$ cat src/alu_macros.svh
// Data width and shift-amount width of the execute unit
// Shared by the ALU, its adder and shifter, the sequencer and the top level

`ifndef ALU_MACROS_SVH
`define ALU_MACROS_SVH

// One machine word
`define ALU_WIDTH 16

// Shift amount comes from the low bits of operand B
`define SHAMT_WIDTH 4

`endif

$ cat src/aluPkg.sv
// Operation-code types of the execute unit
// Class enum, shift and logic selector enums, two-view operation union

`default_nettype none

package aluPkg;

    typedef enum logic [1:0] {
        CLS_LOGIC = 2'b00,                  // Adder and bitwise ops
        CLS_SHIFT = 2'b01,                  // Barrel shifter
        CLS_COND  = 2'b10,                  // 0/1 condition words
        CLS_MOVE  = 2'b11                   // Pass A, pass B, byte pack
    } opClass_e;

    typedef enum logic [1:0] {
        SH_ROTL = 2'b00,
        SH_SHL  = 2'b01,
        SH_SRA  = 2'b10,
        SH_SRL  = 2'b11
    } shiftSel_e;

    typedef enum logic [1:0] {
        LG_ADD = 2'b00,
        LG_OR  = 2'b01,
        LG_XOR = 2'b10,
        LG_AND = 2'b11
    } logicSel_e;

    typedef struct packed {
        opClass_e  cls;
        shiftSel_e sel;                     // Read by the shifter
    } shOper_t;

    typedef struct packed {
        opClass_e  cls;
        logicSel_e sel;                     // Read by the logic path
    } lgOper_t;

    // Same four bits, low half decoded per class
    typedef union packed {
        shOper_t sh;
        lgOper_t lg;
    } aluOper_u;

endpackage

`default_nettype wire

$ cat src/cla16.sv
// 16-bit carry-lookahead adder
// Bit generate/propagate, four 4-bit lookahead groups, lookahead group carries

`default_nettype none
`timescale 1ns/1ns
`include "alu_macros.svh"

module cla16 (
    input  logic [`ALU_WIDTH-1:0] a,
    input  logic [`ALU_WIDTH-1:0] b,
    input  logic                  cIn,
    output logic [`ALU_WIDTH-1:0] sum,
    output logic                  cOut
);

    logic [`ALU_WIDTH-1:0] g;               // Bit generate
    logic [`ALU_WIDTH-1:0] p;               // Bit propagate
    logic [`ALU_WIDTH-1:0] c;               // Carry into each bit
    logic [3:0]            gg;              // Group generate
    logic [3:0]            gp;              // Group propagate
    logic [4:0]            gc;              // Carry into each group, gc[4] is carry-out

    assign g = a & b;
    assign p = a ^ b;

    // Per-group terms and in-group carries
    for (genvar k = 0; k < 4; k++) begin : grpGen
        localparam int LSB = 4 * k;

        assign gp[k] = &p[LSB +: 4];        // Whole group passes a carry
        assign gg[k] = g[LSB+3]
                     | (p[LSB+3] & g[LSB+2])
                     | (p[LSB+3] & p[LSB+2] & g[LSB+1])
                     | (p[LSB+3] & p[LSB+2] & p[LSB+1] & g[LSB]);

        assign c[LSB]   = gc[k];
        assign c[LSB+1] = g[LSB] | (p[LSB] & gc[k]);
        assign c[LSB+2] = g[LSB+1]
                        | (p[LSB+1] & g[LSB])
                        | (p[LSB+1] & p[LSB] & gc[k]);
        assign c[LSB+3] = g[LSB+2]
                        | (p[LSB+2] & g[LSB+1])
                        | (p[LSB+2] & p[LSB+1] & g[LSB])
                        | (p[LSB+2] & p[LSB+1] & p[LSB] & gc[k]);
    end

    // Second-level lookahead, no ripple between groups
    assign gc[0] = cIn;
    assign gc[1] = gg[0] | (gp[0] & cIn);
    assign gc[2] = gg[1]
                 | (gp[1] & gg[0])
                 | (gp[1] & gp[0] & cIn);
    assign gc[3] = gg[2]
                 | (gp[2] & gg[1])
                 | (gp[2] & gp[1] & gg[0])
                 | (gp[2] & gp[1] & gp[0] & cIn);
    assign gc[4] = gg[3]
                 | (gp[3] & gg[2])
                 | (gp[3] & gp[2] & gg[1])
                 | (gp[3] & gp[2] & gp[1] & gg[0])
                 | (gp[3] & gp[2] & gp[1] & gp[0] & cIn);

    assign sum  = p ^ c;
    assign cOut = gc[4];

endmodule

`default_nettype wire

$ cat src/shifter.sv
// 16-bit barrel shifter, four log stages of 1, 2, 4 and 8
// Rotate left, shift left, arithmetic and logical shift right

`default_nettype none
`timescale 1ns/1ns
`include "alu_macros.svh"

module shifter (
    input  logic [`ALU_WIDTH-1:0]   in,
    input  logic [`SHAMT_WIDTH-1:0] shAmt,
    input  aluPkg::aluOper_u        oper,
    output logic [`ALU_WIDTH-1:0]   out
);

    localparam int W = `ALU_WIDTH;

    logic [`SHAMT_WIDTH:0][W-1:0] stg;      // stg[0] is the input, last is the result
    logic                         isLeft;   // Rotate and shl move bits up

    assign isLeft = (oper.sh.sel == aluPkg::SH_ROTL) || (oper.sh.sel == aluPkg::SH_SHL);
    assign stg[0] = in;

    for (genvar k = 0; k < `SHAMT_WIDTH; k++) begin : stageGen
        localparam int N = 1 << k;          // Distance of this stage

        logic [N-1:0] fill;                 // Bits entering at the open end
        logic [W-1:0] shifted;

        always_comb begin
            unique case (oper.sh.sel)
                aluPkg::SH_ROTL: fill = stg[k][W-1 -: N];          // Wrap top bits around
                aluPkg::SH_SRA:  fill = {N{stg[k][W-1]}};          // Replicate sign
                default:         fill = '0;                        // shl, srl
            endcase
        end

        assign shifted   = isLeft ? {stg[k][W-N-1:0], fill}
                                  : {fill, stg[k][W-1:N]};
        assign stg[k+1]  = shAmt[k] ? shifted : stg[k];            // Bypass when bit clear
    end

    assign out = stg[`SHAMT_WIDTH];

endmodule

`default_nettype wire

$ cat src/alu.sv
// ALU of the execute unit
// Operand inversion, logic/shift/condition/move select, byte pack
// Zero, sign, overflow and carry flags taken from the adder sum

`default_nettype none
`timescale 1ns/1ns
`include "alu_macros.svh"

module alu (
    input  logic [`ALU_WIDTH-1:0] inA,
    input  logic [`ALU_WIDTH-1:0] inB,
    input  logic                  cin,
    input  logic                  invA,
    input  logic                  invB,
    input  logic                  sign,
    input  aluPkg::aluOper_u      oper,
    output logic [`ALU_WIDTH-1:0] out,
    output logic                  zf,
    output logic                  sf,
    output logic                  of,
    output logic                  cf
);

    localparam int W = `ALU_WIDTH;

    logic [W-1:0] a;                        // A after optional inversion
    logic [W-1:0] b;                        // B after optional inversion
    logic [W-1:0] sum;
    logic         cOut;
    logic [W-1:0] shOut;
    logic [W-1:0] lgOut;                    // Logic class result
    logic         condBit;                  // Condition class result, widened below
    logic [W-1:0] mvOut;                    // Move class result

    assign a = invA ? ~inA : inA;
    assign b = invB ? ~inB : inB;

    cla16 adder (
        .a    (a),
        .b    (b),
        .cIn  (cin),
        .sum  (sum),
        .cOut (cOut)
    );

    shifter barrel (
        .in    (a),
        .shAmt (b[`SHAMT_WIDTH-1:0]),       // Amount from low bits of B
        .oper  (oper),
        .out   (shOut)
    );

    // Flags always follow the sum, whatever the selector
    assign zf = (sum == '0);
    assign sf = sum[W-1];
    assign cf = cOut;
    assign of = sign ? ((a[W-1] ~^ b[W-1]) & (sum[W-1] ^ a[W-1]))  // Same-sign inputs, flipped sum
                     : cOut;

    always_comb begin
        unique case (oper.lg.sel)
            aluPkg::LG_ADD: lgOut = sum;
            aluPkg::LG_OR:  lgOut = a | b;
            aluPkg::LG_XOR: lgOut = a ^ b;
            default:        lgOut = a & b;                  // and
        endcase
    end

    // Conditions 8 to 11, typically after a subtract
    always_comb begin
        unique case (oper[1:0])
            2'b00:   condBit = zf;                          // Equal
            2'b01:   condBit = ~sf & ~zf;                   // Greater than
            2'b10:   condBit = ~sf;                         // Not negative
            default: condBit = cf;                          // Carry
        endcase
    end

    // Moves 12 to 15
    always_comb begin
        unique case (oper[1:0])
            2'b00:   mvOut = a;                             // Pass A
            2'b01:   mvOut = b;                             // Pass B
            2'b10:   mvOut = {a[7:0], b[7:0]};              // Byte pack, A low on top
            default: mvOut = '0;
        endcase
    end

    always_comb begin
        unique case (oper.lg.cls)
            aluPkg::CLS_LOGIC: out = lgOut;
            aluPkg::CLS_SHIFT: out = shOut;
            aluPkg::CLS_COND:  out = {{(W-1){1'b0}}, condBit};
            default:           out = mvOut;
        endcase
    end

endmodule

`default_nettype wire

$ cat src/execSequencer.sv
// Four-phase req/ack sequencer of the execute unit
// Idle/compute/hold FSM, operand register, result and flag register

`default_nettype none
`timescale 1ns/1ns
`include "alu_macros.svh"

module execSequencer (
    input  logic                  clk,
    input  logic                  rst,
    input  logic                  req,
    input  logic [`ALU_WIDTH-1:0] inA,
    input  logic [`ALU_WIDTH-1:0] inB,
    input  aluPkg::aluOper_u      oper,
    input  logic                  invA,
    input  logic                  invB,
    input  logic                  cin,
    input  logic                  sign,
    input  logic [`ALU_WIDTH-1:0] aluOut,
    input  logic                  aluZf,
    input  logic                  aluSf,
    input  logic                  aluOf,
    input  logic                  aluCf,
    output logic [`ALU_WIDTH-1:0] opA,
    output logic [`ALU_WIDTH-1:0] opB,
    output aluPkg::aluOper_u      opOper,
    output logic                  opInvA,
    output logic                  opInvB,
    output logic                  opCin,
    output logic                  opSign,
    output logic                  ack,
    output logic [`ALU_WIDTH-1:0] result,
    output logic                  zf,
    output logic                  sf,
    output logic                  of,
    output logic                  cf
);

    typedef enum logic [1:0] {
        IDLE    = 2'd0,                     // Waiting for req
        COMPUTE = 2'd1,                     // Operands held, ALU settling
        HOLD    = 2'd2                      // ack high until req drops
    } seqState_e;

    seqState_e state;

    assign ack = (state == HOLD);

    always_ff @(posedge clk) begin
        if (rst) begin
            state  <= IDLE;
            result <= '0;
            zf     <= 1'b0;
            sf     <= 1'b0;
            of     <= 1'b0;
            cf     <= 1'b0;
        end else begin
            unique case (state)
                IDLE: if (req) state <= COMPUTE;
                COMPUTE: begin
                    result <= aluOut;       // Stays put through HOLD
                    zf     <= aluZf;
                    sf     <= aluSf;
                    of     <= aluOf;
                    cf     <= aluCf;
                    state  <= HOLD;
                end
                HOLD: if (!req) state <= IDLE;                   // Fourth phase
                default: state <= IDLE;
            endcase
        end
    end

    // Operand capture on request acceptance
    always_ff @(posedge clk) begin
        if (state == IDLE && req) begin
            opA    <= inA;
            opB    <= inB;
            opOper <= oper;
            opInvA <= invA;
            opInvB <= invB;
            opCin  <= cin;
            opSign <= sign;
        end
    end

endmodule

`default_nettype wire

$ cat src/execUnit.sv
// Top level of the execute unit
// Sequencer and ALU wired together, adder and shifter inside the ALU

`default_nettype none
`timescale 1ns/1ns
`include "alu_macros.svh"

module execUnit (
    input  logic                  clk,
    input  logic                  rst,
    input  logic                  req,
    input  logic [`ALU_WIDTH-1:0] inA,
    input  logic [`ALU_WIDTH-1:0] inB,
    input  aluPkg::aluOper_u      oper,
    input  logic                  invA,
    input  logic                  invB,
    input  logic                  cin,
    input  logic                  sign,
    output logic                  ack,
    output logic [`ALU_WIDTH-1:0] result,
    output logic                  zf,
    output logic                  sf,
    output logic                  of,
    output logic                  cf
);

    logic [`ALU_WIDTH-1:0] opA;             // Registered operands to the ALU
    logic [`ALU_WIDTH-1:0] opB;
    aluPkg::aluOper_u      opOper;
    logic                  opInvA;
    logic                  opInvB;
    logic                  opCin;
    logic                  opSign;
    logic [`ALU_WIDTH-1:0] aluOut;          // Combinational result back to the sequencer
    logic                  aluZf;
    logic                  aluSf;
    logic                  aluOf;
    logic                  aluCf;

    execSequencer seq (
        .clk    (clk),
        .rst    (rst),
        .req    (req),
        .inA    (inA),
        .inB    (inB),
        .oper   (oper),
        .invA   (invA),
        .invB   (invB),
        .cin    (cin),
        .sign   (sign),
        .aluOut (aluOut),
        .aluZf  (aluZf),
        .aluSf  (aluSf),
        .aluOf  (aluOf),
        .aluCf  (aluCf),
        .opA    (opA),
        .opB    (opB),
        .opOper (opOper),
        .opInvA (opInvA),
        .opInvB (opInvB),
        .opCin  (opCin),
        .opSign (opSign),
        .ack    (ack),
        .result (result),
        .zf     (zf),
        .sf     (sf),
        .of     (of),
        .cf     (cf)
    );

    alu core (
        .inA  (opA),
        .inB  (opB),
        .cin  (opCin),
        .invA (opInvA),
        .invB (opInvB),
        .sign (opSign),
        .oper (opOper),
        .out  (aluOut),
        .zf   (aluZf),
        .sf   (aluSf),
        .of   (aluOf),
        .cf   (aluCf)
    );

endmodule

`default_nettype wire

$ cat config.mk
export PLATFORM = sky130hd
export DESIGN_NAME = execUnit
export DESIGN_NICKNAME = d
export VERILOG_FILES = /design/src/aluPkg.sv /design/src/cla16.sv /design/src/shifter.sv /design/src/alu.sv /design/src/execSequencer.sv /design/src/execUnit.sv
export VERILOG_INCLUDE_DIRS = /design/src
export SDC_FILE = /design/constraint.sdc
export NUM_CORES = 1
export LEC_CHECK = 0
export ABC_CLOCK_PERIOD_IN_PS = 4800
export BUFFER_PORTS_ARGS = -buffer_cell sky130_fd_sc_hd__buf_2
export CAP_MARGIN = 20
export CORE_ASPECT_RATIO = 1.25
export CORE_MARGIN = 3
export CORE_UTILIZATION = 24
export DETAILED_ROUTE_END_ITERATION = 7
export PLACE_DENSITY = 0.43
export SLEW_MARGIN = 10
export SYNTH_ARGS = -nofsm -noshare
export SYNTH_HDL_FRONTEND = slang
export SYNTH_HIERARCHICAL = 1
export SYNTH_SLANG_ARGS = --single-unit
$ cat constraint.sdc
create_clock -name clk -period 4.8 [get_ports clk]
set_input_delay 0.96 -clock clk [delete_from_list [all_inputs] [get_ports clk]]
set_output_delay 0.96 -clock clk [all_outputs]
set_load 0.005 [all_outputs]
Word-level counts from Yosys, hierarchy flattened
Cells that the tools add are included.
{"block": "word_totals", "input_bits": 43, "output_inout_bits": 21, "elab_cells": 185, "ff_bits": 62}
{"block": "classes", "n_bitwise": 130, "n_reduce_logical": 12, "n_eq_ne": 8, "mux": 22}
{"op": "$mux W16", "n": 10}
{"op": "$pmux W16 S3", "n": 3}
{"op": "$and A1 B1 Y1", "n": 74}
{"op": "$or A1 B1 Y1", "n": 46}
{"op": "$not A16 Y16", "n": 2}
{"op": "$xor A16 B16 Y16", "n": 2}
{"op": "$and A16 B16 Y16", "n": 1}
{"op": "$logic_not A16 Y1", "n": 1}
{"op": "$or A16 B16 Y16", "n": 1}
{"op": "$pmux W8 S2", "n": 1}
{"op": "$reduce_and A4 Y1", "n": 4}
{"op": "$pmux W4 S2", "n": 1}
{"op": "$eq A2 B1 Y1 const B", "n": 3}
{"op": "$eq A2 B2 Y1 const B", "n": 3}
{"op": "$logic_not A2 Y1", "n": 3}
{"op": "$pmux W2 S3", "n": 1}
{"op": "$mux W2", "n": 2}
{"op": "$ne A2 B2 Y1 const B", "n": 2}
{"op": "$pmux W2 S2", "n": 1}
{"op": "$pmux W1 S3", "n": 1}
{"op": "$mux W1", "n": 2}
{"op": "$not A1 Y1", "n": 2}
{"op": "$reduce_and A2 Y1", "n": 1}
{"op": "$reduce_or A2 Y1", "n": 1}
{"op": "4 further kinds", "n": 4}

Logic depth before layout (Yosys ltp)
Gate-level depths: netlist of run 1.
{"block": "logic_depth", "ltp_word": 19, "depth_mapped": 18, "mapped_depth_nobuf": 16}

By module
Netlist of run 1, hierarchy kept.
{"module": "execSequencer", "n_inst": 1, "cells_per_inst": 140, "seq_area_each_um2": 1641.6, "area_per_inst_um2": 2308.5}
{"module": "alu", "n_inst": 1, "cells_per_inst": 230, "seq_area_each_um2": 0.0, "area_per_inst_um2": 1936.9}
{"module": "shifter", "n_inst": 1, "cells_per_inst": 274, "seq_area_each_um2": 0.0, "area_per_inst_um2": 1843.0}
{"module": "cla16", "n_inst": 1, "cells_per_inst": 77, "seq_area_each_um2": 0.0, "area_per_inst_um2": 670.6}

Worst setup path before layout of run 1
No wires, ideal clock.
{"block": "synth_timing", "path_type": "flip-flop to flip-flop", "from": "register seq.opInvA", "to": "register seq.result[13]", "arrival_time_ns": 3.592, "slack_ns": 1.093, "setup_ns": 0.116, "stages_incl_launch_ff": 17, "cell_sequence": "edfxtp_1 -> buf_6 -> buf_6 -> xor2_1 -> ha_1 -> a21o_1 -> a21o_1 -> a21oi_2 -> o21a_1 -> inv_1 -> fa_1 -> xor2_1 -> mux4_2 -> a22oi_1 -> o221ai_1 -> nand4bb_1 -> o21ai_2"}
{"item": "start: declaration", "line_no": "execSequencer.sv:27", "rtl": "output logic opInvA,"}
{"item": "start signal: assignment", "line_no": "execSequencer.sv:80", "rtl": "opInvA <= invA;"}
{"item": "$mux W16 *", "line_no": "alu.sv:35", "rtl": "assign a = invA ? ~inA : inA;"}
{"item": "net core.a[9]", "line_no": "alu.sv:26", "rtl": "logic [W-1:0] a;"}
{"item": "$and A16 B16 Y16 or $xor A16 B16 Y16 (tied branches)", "line_no": "cla16.sv:23, cla16.sv:24"}
{"item": "$and A1 B1 Y1 (on tied branches)", "line_no": "cla16.sv:33, cla16.sv:34"}
{"item": "$or A1 B1 Y1 or $and A1 B1 Y1 (tied branches)", "line_no": "cla16.sv:33, cla16.sv:34"}
{"item": "$or A1 B1 Y1", "line_no": "cla16.sv:34", "rtl": "| (p[LSB+3] & p[LSB+2] & p[LSB+1] & g[LSB]);"}
{"item": "$or A1 B1 Y1", "line_no": "cla16.sv:54", "rtl": "| (gp[2] & gg[1])"}
{"item": "$or A1 B1 Y1", "line_no": "cla16.sv:55", "rtl": "| (gp[2] & gp[1] & gg[0])"}
{"item": "$or A1 B1 Y1 *", "line_no": "cla16.sv:56", "rtl": "| (gp[2] & gp[1] & gp[0] & cIn);"}
{"item": "$and A1 B1 Y1 *", "line_no": "cla16.sv:37", "rtl": "assign c[LSB+1] = g[LSB] | (p[LSB] & gc[k]);"}
{"item": "$or A1 B1 Y1 *", "line_no": "cla16.sv:37"}
{"item": "$xor A16 B16 Y16 *", "line_no": "cla16.sv:63", "rtl": "assign sum = p ^ c;"}
{"item": "net core.sum[13]", "line_no": "alu.sv:28", "rtl": "logic [W-1:0] sum;"}
{"item": "$pmux W16 S3 *", "line_no": "alu.sv:61", "rtl": "unique case (oper.lg.sel)"}
{"item": "$pmux W16 S3 *", "line_no": "alu.sv:90", "rtl": "unique case (oper.lg.cls)"}
{"item": "net aluOut[13]", "line_no": "execUnit.sv:34", "rtl": "logic [`ALU_WIDTH-1:0] aluOut;"}
{"item": "end signal: assignment", "line_no": "execSequencer.sv:61", "rtl": "result <= aluOut;"}
{"item": "end: declaration", "line_no": "execSequencer.sv:32", "rtl": "output logic [`ALU_WIDTH-1:0] result,"}
Mark *: on every way through the listed nets, which the timed path passes. The rest lies on a longest branch.
A chain may end at the register's enable or synchronous reset.

Worst setup path in the final report of run 1
{"block": "layout_timing", "from": "register seq.opInvB", "to": "register seq.result[0]"}
{"item": "start: declaration", "line_no": "execSequencer.sv:28", "rtl": "output logic opInvB,"}
{"item": "start signal: assignment", "line_no": "execSequencer.sv:81", "rtl": "opInvB <= invB;"}
{"item": "$mux W16 *", "line_no": "alu.sv:36", "rtl": "assign b = invB ? ~inB : inB;"}
{"item": "net core.b[9]", "line_no": "alu.sv:27", "rtl": "logic [W-1:0] b;"}
{"item": "$and A16 B16 Y16 or $xor A16 B16 Y16 (tied branches)", "line_no": "cla16.sv:23, cla16.sv:24"}
{"item": "$and A1 B1 Y1 (on tied branches)", "line_no": "cla16.sv:33, cla16.sv:34"}
{"item": "$or A1 B1 Y1 or $and A1 B1 Y1 (tied branches)", "line_no": "cla16.sv:33, cla16.sv:34"}
{"item": "$or A1 B1 Y1", "line_no": "cla16.sv:34"}
{"item": "$or A1 B1 Y1", "line_no": "cla16.sv:54"}
{"item": "$or A1 B1 Y1", "line_no": "cla16.sv:55"}
{"item": "[3 not listed]"}
{"item": "$xor A16 B16 Y16 *", "line_no": "cla16.sv:63"}
{"item": "net aluSf", "line_no": "execUnit.sv:36", "rtl": "logic aluSf;"}
{"item": "$logic_not A16 Y1", "line_no": "alu.sv:54", "rtl": "assign zf = (sum == '0);"}
{"item": "$not A1 Y1", "line_no": "alu.sv:73", "rtl": "2'b01: condBit = ~sf & ~zf;"}
{"item": "$and A1 B1 Y1", "line_no": "alu.sv:73"}
{"item": "$pmux W1 S3 *", "line_no": "alu.sv:71", "rtl": "unique case (oper[1:0])"}
{"item": "$pmux W16 S3 *", "line_no": "alu.sv:90"}
{"item": "net aluOut[0]", "line_no": "execUnit.sv:34"}
Marks and branches as above.

==> impl_metrics.ini, run 1 <==
[die]
fp.dieArea_sq_mm = 0.0302
dieWidth_microns = 156
initial_utilization = 0.244
rows = 68
die_h_microns = 194
core_area_sq_mm = 0.0277
ioPinCount = 64

[clock_tree]
htreeDepth = 3
numCtsBuffers = 9
cts_resized = 0
clkSinkCount = 62
clock_latency_ps = 340
cts_tree = yes
cts-root-buf = clkbuf_16
cts_buffer_depth = 2
cts_hold_buffers = 0
post_cts_buffers = 0
path_clk_slew_ps = 50

[global_route]
grt_max_degree = 71
antenna_found_initial = 0
grt_pass1_wl_microns = 35200
grt_pass1_vias = 5844
gr-total-overflow = 0
globalRouteTotalUtil = 0.152

[layout]
final_cell_area_sq_mm = 0.00774
area_growth_pct = 14.6
drive_gt1_frac = 0.234
diodes = 0
seqCellArea_sq_mm = 0.00164
multiInputGateArea_sq_mm = 0.00454
nNetsFinal = 868
fillers = 2936

[timing]
period_minus_slack_ps = 4230
finalClockSkew_ps = 7.90
setup_viol = 0
max_freq_mhz = 237
worst_slew_pin_slew_ps = 977
worst_slack_ps = 574
tns_ps = 0
grt_setup_unrepaired = no
period_share = 0.880
slew_viol_final = 0
hold_violations = 0
slew_headroom = 0.348

[placed_design]
dp_slack_ps = 557
place.gp.congestion = 0.922
placed_area_sq_mm = 0.00745
place_hpwl_microns = 17200
port_buffers = 63

[synth]
synth.area.top_cells = edfxtp_1, ha_1, mux4_2, dfxtp_1, mux2i_1
synth_nets = 816
asyncSetResetFlopFracSynth = 0
synthCells = 721
ys.flop_type = edfxtp_1
synth_top_area_share = 0.178
netlist_area_sq_mm = 0.00676
synth_seq_cells = 62
synth_cell_types = 81
yosys.area.top_type = edfxtp_1
synth_edf_count = 40
yosysSeqAreaShare = 0.243
ys_warn_count = 6
avgSynthCellArea_sq_um = 9.37

[critical_path]
critPathMaxFanout = 13
path_buf_inv = 2
crit_path_cell_trace = buf_4 -> xnor2_1 -> inv_1 -> ha_1 -> a21o_1 -> a21o_1 -> a21oi_2 -> o211ai_1 -> a31o_1 -> xor2_1 -> nor2_1 -> o211a_1 -> a221oi_2 -> o211ai_1 -> nand4bb_1 -> o21ai_2
slowest_stage = edfxtp_1
endpoint_kind = register
slowest_delay_ps = 880
r2r_setup_slack_ps = 570
worst_path_dominant_cell_family = compound AO/OA/AOI/OAI gates
arrival_ps = 4430
startpoint_type = register
crit_type = reg -> reg
required_ps = 5000

[routing]
drt_iter0_drc = 550
vias = 5926
route.detailed.drc = 0
dr_wl_met2_microns = 11500
viasPerCell = 5.25
drt_first_pass_iters = 5
met3_length_microns = 871
post_drt_wl_per_cell_microns = 20.5
top_layer_used = met4
ant_nets = 0
wirelength_microns = 23100
met1_length_microns = 9240

[status]
status = finished, final reports clean

[min_path]
hold_path_class = reg -> reg

[power_and_ir_drop]
power_leakage_uw = 0.00315
peakVddDrop_v = 0.000179
power.density_mw_per_mm2 = 318

[flow_run]
cap_violations = 0
-- final cells by class --
cell class | instances | share of cell area
Clock buffer | 16 | 0.0378
Sequential cell | 62 | 0.212
Timing Repair Buffer | 97 | 0.0769
Tap cell | 350 | 0.0565
Inverter | 62 | 0.0300
Multi-Input combinational cell | 541 | 0.587
-- where the power goes --
group / switching [uW] / internal [uW] / total [uW]
sequential: 37.3 / 608 / 646
combinational: 699 / 482 / 1180
clock: 224 / 410 / 634
total: 960 / 1500 / 2460
-- per-stage QoR --
| step | utilization | power [uW] | std cells | hold slack [ps] |
|---|---|---|---|---|
| finish | 0.280 | 2460 | 1128 | 470 |
| global route | 0.280 | 2610 | 1128 | 490 |
| CTS | 0.280 | 2480 | 1128 | 474 |
| detailed placement | 0.270 | 1830 | 1112 | 463 |
| global placement | 0.269 | 1830 | 1111 | 464 |
| floorplan | - | 1470 | 721 | 470 |
-- state kept, by name, summed over array words and instances (netlist names) --
signal,cells
seq/opOper,4
seq/sf,1
seq/opInvA,1
seq/opSign,1
seq/result,16
seq/opA,16
seq/cf,1
seq/opCin,1
seq/zf,1
seq/opInvB,1
seq/of,1
seq/state,2
seq/opB,16
-- placed cells by master (no fill, tap or decap), types with 8 or more instances in the layout --
cell type / n
a211oi_1: 8
a21o_1: 11
a21oi_1: 25
a22oi_1: 11
buf_2: 63
buf_4: 32
clkbuf_16: 10
dfxtp_1: 22
edfxtp_1: 40
ha_1: 48
inv_1: 58
mux2i_1: 27
mux4_2: 23
nand2_1: 43
nand2b_1: 32
nand4bb_1: 20
nor2_1: 33
nor2b_1: 10
nor3_1: 15
o21ai_0: 32
o21ai_2: 21
o22ai_1: 8
xnor2_1: 26
xor2_1: 18
-- metal layers --
layer,vias up,track usage
met5,-,0
met4,0,0.0957
met3,66,0.0167
met2,199,0.257
met1,2871,0.181
li1,2790,-
-- worst reg2reg max path, cell delays in order (launching register included) --
cell	delay [ps]
edfxtp_1	880
buf_4	280
xnor2_1	190
inv_1	110
ha_1	350
a21o_1	200
a21o_1	200
a21oi_2	150
o211ai_1	120
a31o_1	290
xor2_1	510
nor2_1	80
o211a_1	230
a221oi_2	190
o211ai_1	120
nand4bb_1	120
o21ai_2	60
-- cells by family after synthesis --
kind of cell               Yosys count  synth area share
AOI/OAI and AO/OA                  200             0.221
muxes                               57             0.128
and+or+nand+nor                    187             0.161
adders and majority gates           52             0.101
buffers and inverters              118            0.0859
DFF                                 62             0.243
xor gates and xnor gates            45            0.0594
-- synthesized netlist by cell type (8+ instances only) --
cell and count:
a211oi_1 8, nor2b_1 10, nor3_1 15, edfxtp_1 40
a21o_1 11, buf_2 26, o21ai_2 21, o22ai_1 8
ha_1 48, xnor2_1 26, mux4_2 23, dfxtp_1 22
mux2i_1 27, buf_6 9, nor2_1 34, o21ai_0 32
a21oi_1 25, inv_1 59, xor2_1 18, nand4bb_1 20
a22oi_1 11, clkbuf_1 13, nand2_1 43, nand2b_1 32
-- worst paths after layout --
kind               endpoint  cells past startpoint            from
min          seq/result[10]                      2  seq/result[10]
min reg2reg  seq/result[10]                      2  seq/result[10]
max           seq/result[0]                     16      seq/opInvB
max reg2reg   seq/result[0]                     16      seq/opInvB
Power figures use the tool's default switching activity.
==> run 2, diff against run 1 <==
==> constraint.sdc (replaced) <==
create_clock -name clk -period 4.8 [get_ports clk]
set_input_delay 0 -clock clk [delete_from_list [all_inputs] [get_ports clk]]
set_output_delay 0 -clock clk [all_outputs]
set_load 0.005 [all_outputs]
==> run 2 against run 1 <==
  * Worst setup slack got worse by 6.2 ps
  * Final cell count grew 3.6%
  * Clock-buffer cell count unchanged
  * Hold slack worse by 270 ps
  * Die area did not move
  * Fmax fell by 0.15%
  * Routed wire length grew 1.2%
  * Total power is 1.0% higher
  * Cell area is 5.3% higher
  * First-iteration DRC count shrank 4.0%
  * Critical endpoint unchanged
==> impl_metrics.ini, run 2 (synthesis results as in run 1) <==
[layout]
drive_gt1_frac = 0.222
nNetsFinal = 909
final_cell_area_sq_mm = 0.00816
mostFrequentLayoutCells = buf_2, inv_1, ha_1
area_growth_pct = 20.7
fillers = 2908
final_common_cell = buf_2
largestRegisters = seq/opA x16, seq/opB x16, seq/result x16
diodes = 0

[global_route]
gr-total-overflow = 0
globalRouteTotalUtil = 0.154
grt_pass1_wl_microns = 35800
grt_max_degree = 71
antenna_found_initial = 0
grt_pass1_vias = 6051

[timing]
slew_viol_final = 0
period_minus_slack_ps = 4230
finalClockSkew_ps = 6.81
worst_slew_pin_slew_ps = 979
tns_ps = 0
period_share = 0.882
grt_setup_unrepaired = no
max_freq_mhz = 236
hold_violations = 0
setup_viol = 0
slew_headroom = 0.346
hold_ws_ps = 204

[power_and_ir_drop]
p_sw_frac = 0.388
p_sw_uw = 963
intPower_uw = 1520
power_leakage_uw = 0.00332
pwr-share-comb = 0.486
clock_power_share = 0.255
power.density_mw_per_mm2 = 305
peakVddDrop_v = 0.000159
seqPwrFrac = 0.260

[die]
fp.dieArea_sq_mm = 0.0302
rows = 68
core_area_sq_mm = 0.0277
die_h_microns = 194
initial_utilization = 0.244
ioPinCount = 64
dieWidth_microns = 156

[clock_tree]
cts_tree = yes
path_clk_slew_ps = 50
cts_buffer_depth = 2
htreeDepth = 3
numCtsBuffers = 9
clock_latency_ps = 330
cts_resized = 0
cts-root-buf = clkbuf_16
clkSinkCount = 62
post_cts_buffers = 0

[placed_design]
place_hpwl_microns = 17200
placed_area_sq_mm = 0.00745
port_buffers = 63
place.gp.congestion = 0.922

[critical_path]
arrival_ps = 4430
startpoint_type = register
crit_type = reg -> reg
required_ps = 5000
critPathMaxFanout = 13
endpoint_kind = register

[routing]
viasPerCell = 5.21
post_drt_wl_per_cell_microns = 20.0
drt_first_pass_iters = 5
wirelength_microns = 23400
drt_iter0_drc = 528
route.detailed.drc = 0
vias = 6093
ant_nets = 0

[min_path]
hold_path_class = in -> reg

[flow_run]
cap_violations = 0

[status]
status = finished, final reports clean
-- run 2: cell types whose count changed in the layout (fill, tap and decap cells not counted) --
cell and change:
dlygate4sd3_1 +41
-- run 2: layout make-up --
class                      count  area [sq um]  share of cell area
multi-input combinational    541          4540               0.557
sequential                    62          1640               0.201
timing repair buffer         138          1010               0.123
tap                          350           438              0.0537
clock buffer                  16           293              0.0359
inverter                      62           233              0.0285
-- run 2: worst paths after layout --
check,end,startpoint,slack [ps],depth (start not counted)
worst min register to register,seq/result[10],seq/result[10],470,2
worst min-delay path,seq/state[1],rst,200,2
worst max-delay path,seq/result[0],seq/opInvB,570,16
worst max register to register,seq/result[0],seq/opInvB,570,16
-- run 2: repair_timing --
item                                    CTS  global route
hold endpoints to repair                 41             0
endpoints found under the setup margin    0             0
hold buffers                             41             0
-- run 2: worst max-delay path: stages, from the launching register on --
cell	delay, ps
edfxtp_1	870
buf_4	270
xnor2_1	190
inv_1	110
ha_1	350
a21o_1	200
a21o_1	200
a21oi_2	150
o211ai_1	120
a31o_1	290
xor2_1	510
nor2_1	80
o211a_1	230
a221oi_2	190
o211ai_1	120
nand4bb_1	120
o21ai_2	60
-- run 2: per-stage QoR --
stage                     total power (uW)  utilization  setup WS [ps]  instances
after floorplan                       1470            -           1090        721
after global placement                1830        0.269            589       1111
after detailed placement              1830        0.270            557       1112
after CTS                             2500        0.295            538       1169
after global routing                  2640        0.295            318       1169
final                                 2490        0.295            568       1169
-- run 2: power groups by stage --
| stage | Clock [uW] | Sequential [uW] | Combinational, uW |
|---|---|---|---|
| 6_report | 633 | 646 | 1210 |
| 5_1_grt | 683 | 650 | 1310 |
| 4_1_cts | 656 | 647 | 1200 |
| 3_5_place_dp | 0 | 657 | 1170 |
| 3_3_place_gp | 0 | 659 | 1180 |
| 2_1_floorplan | 0 | 635 | 839 |
-- run 2: metal layers --
| metal | vias to the layer above | track usage | share of wire |
|---|---|---|---|
| met4 | 0 | 0.0980 | 0.064 |
| met3 | 70 | 0.0167 | 0.029 |
| met5 | - | 0 | 0 |
| met2 | 190 | 0.262 | 0.50 |
| li1 | 2874 | - | - |
| met1 | 2959 | 0.181 | 0.41 |
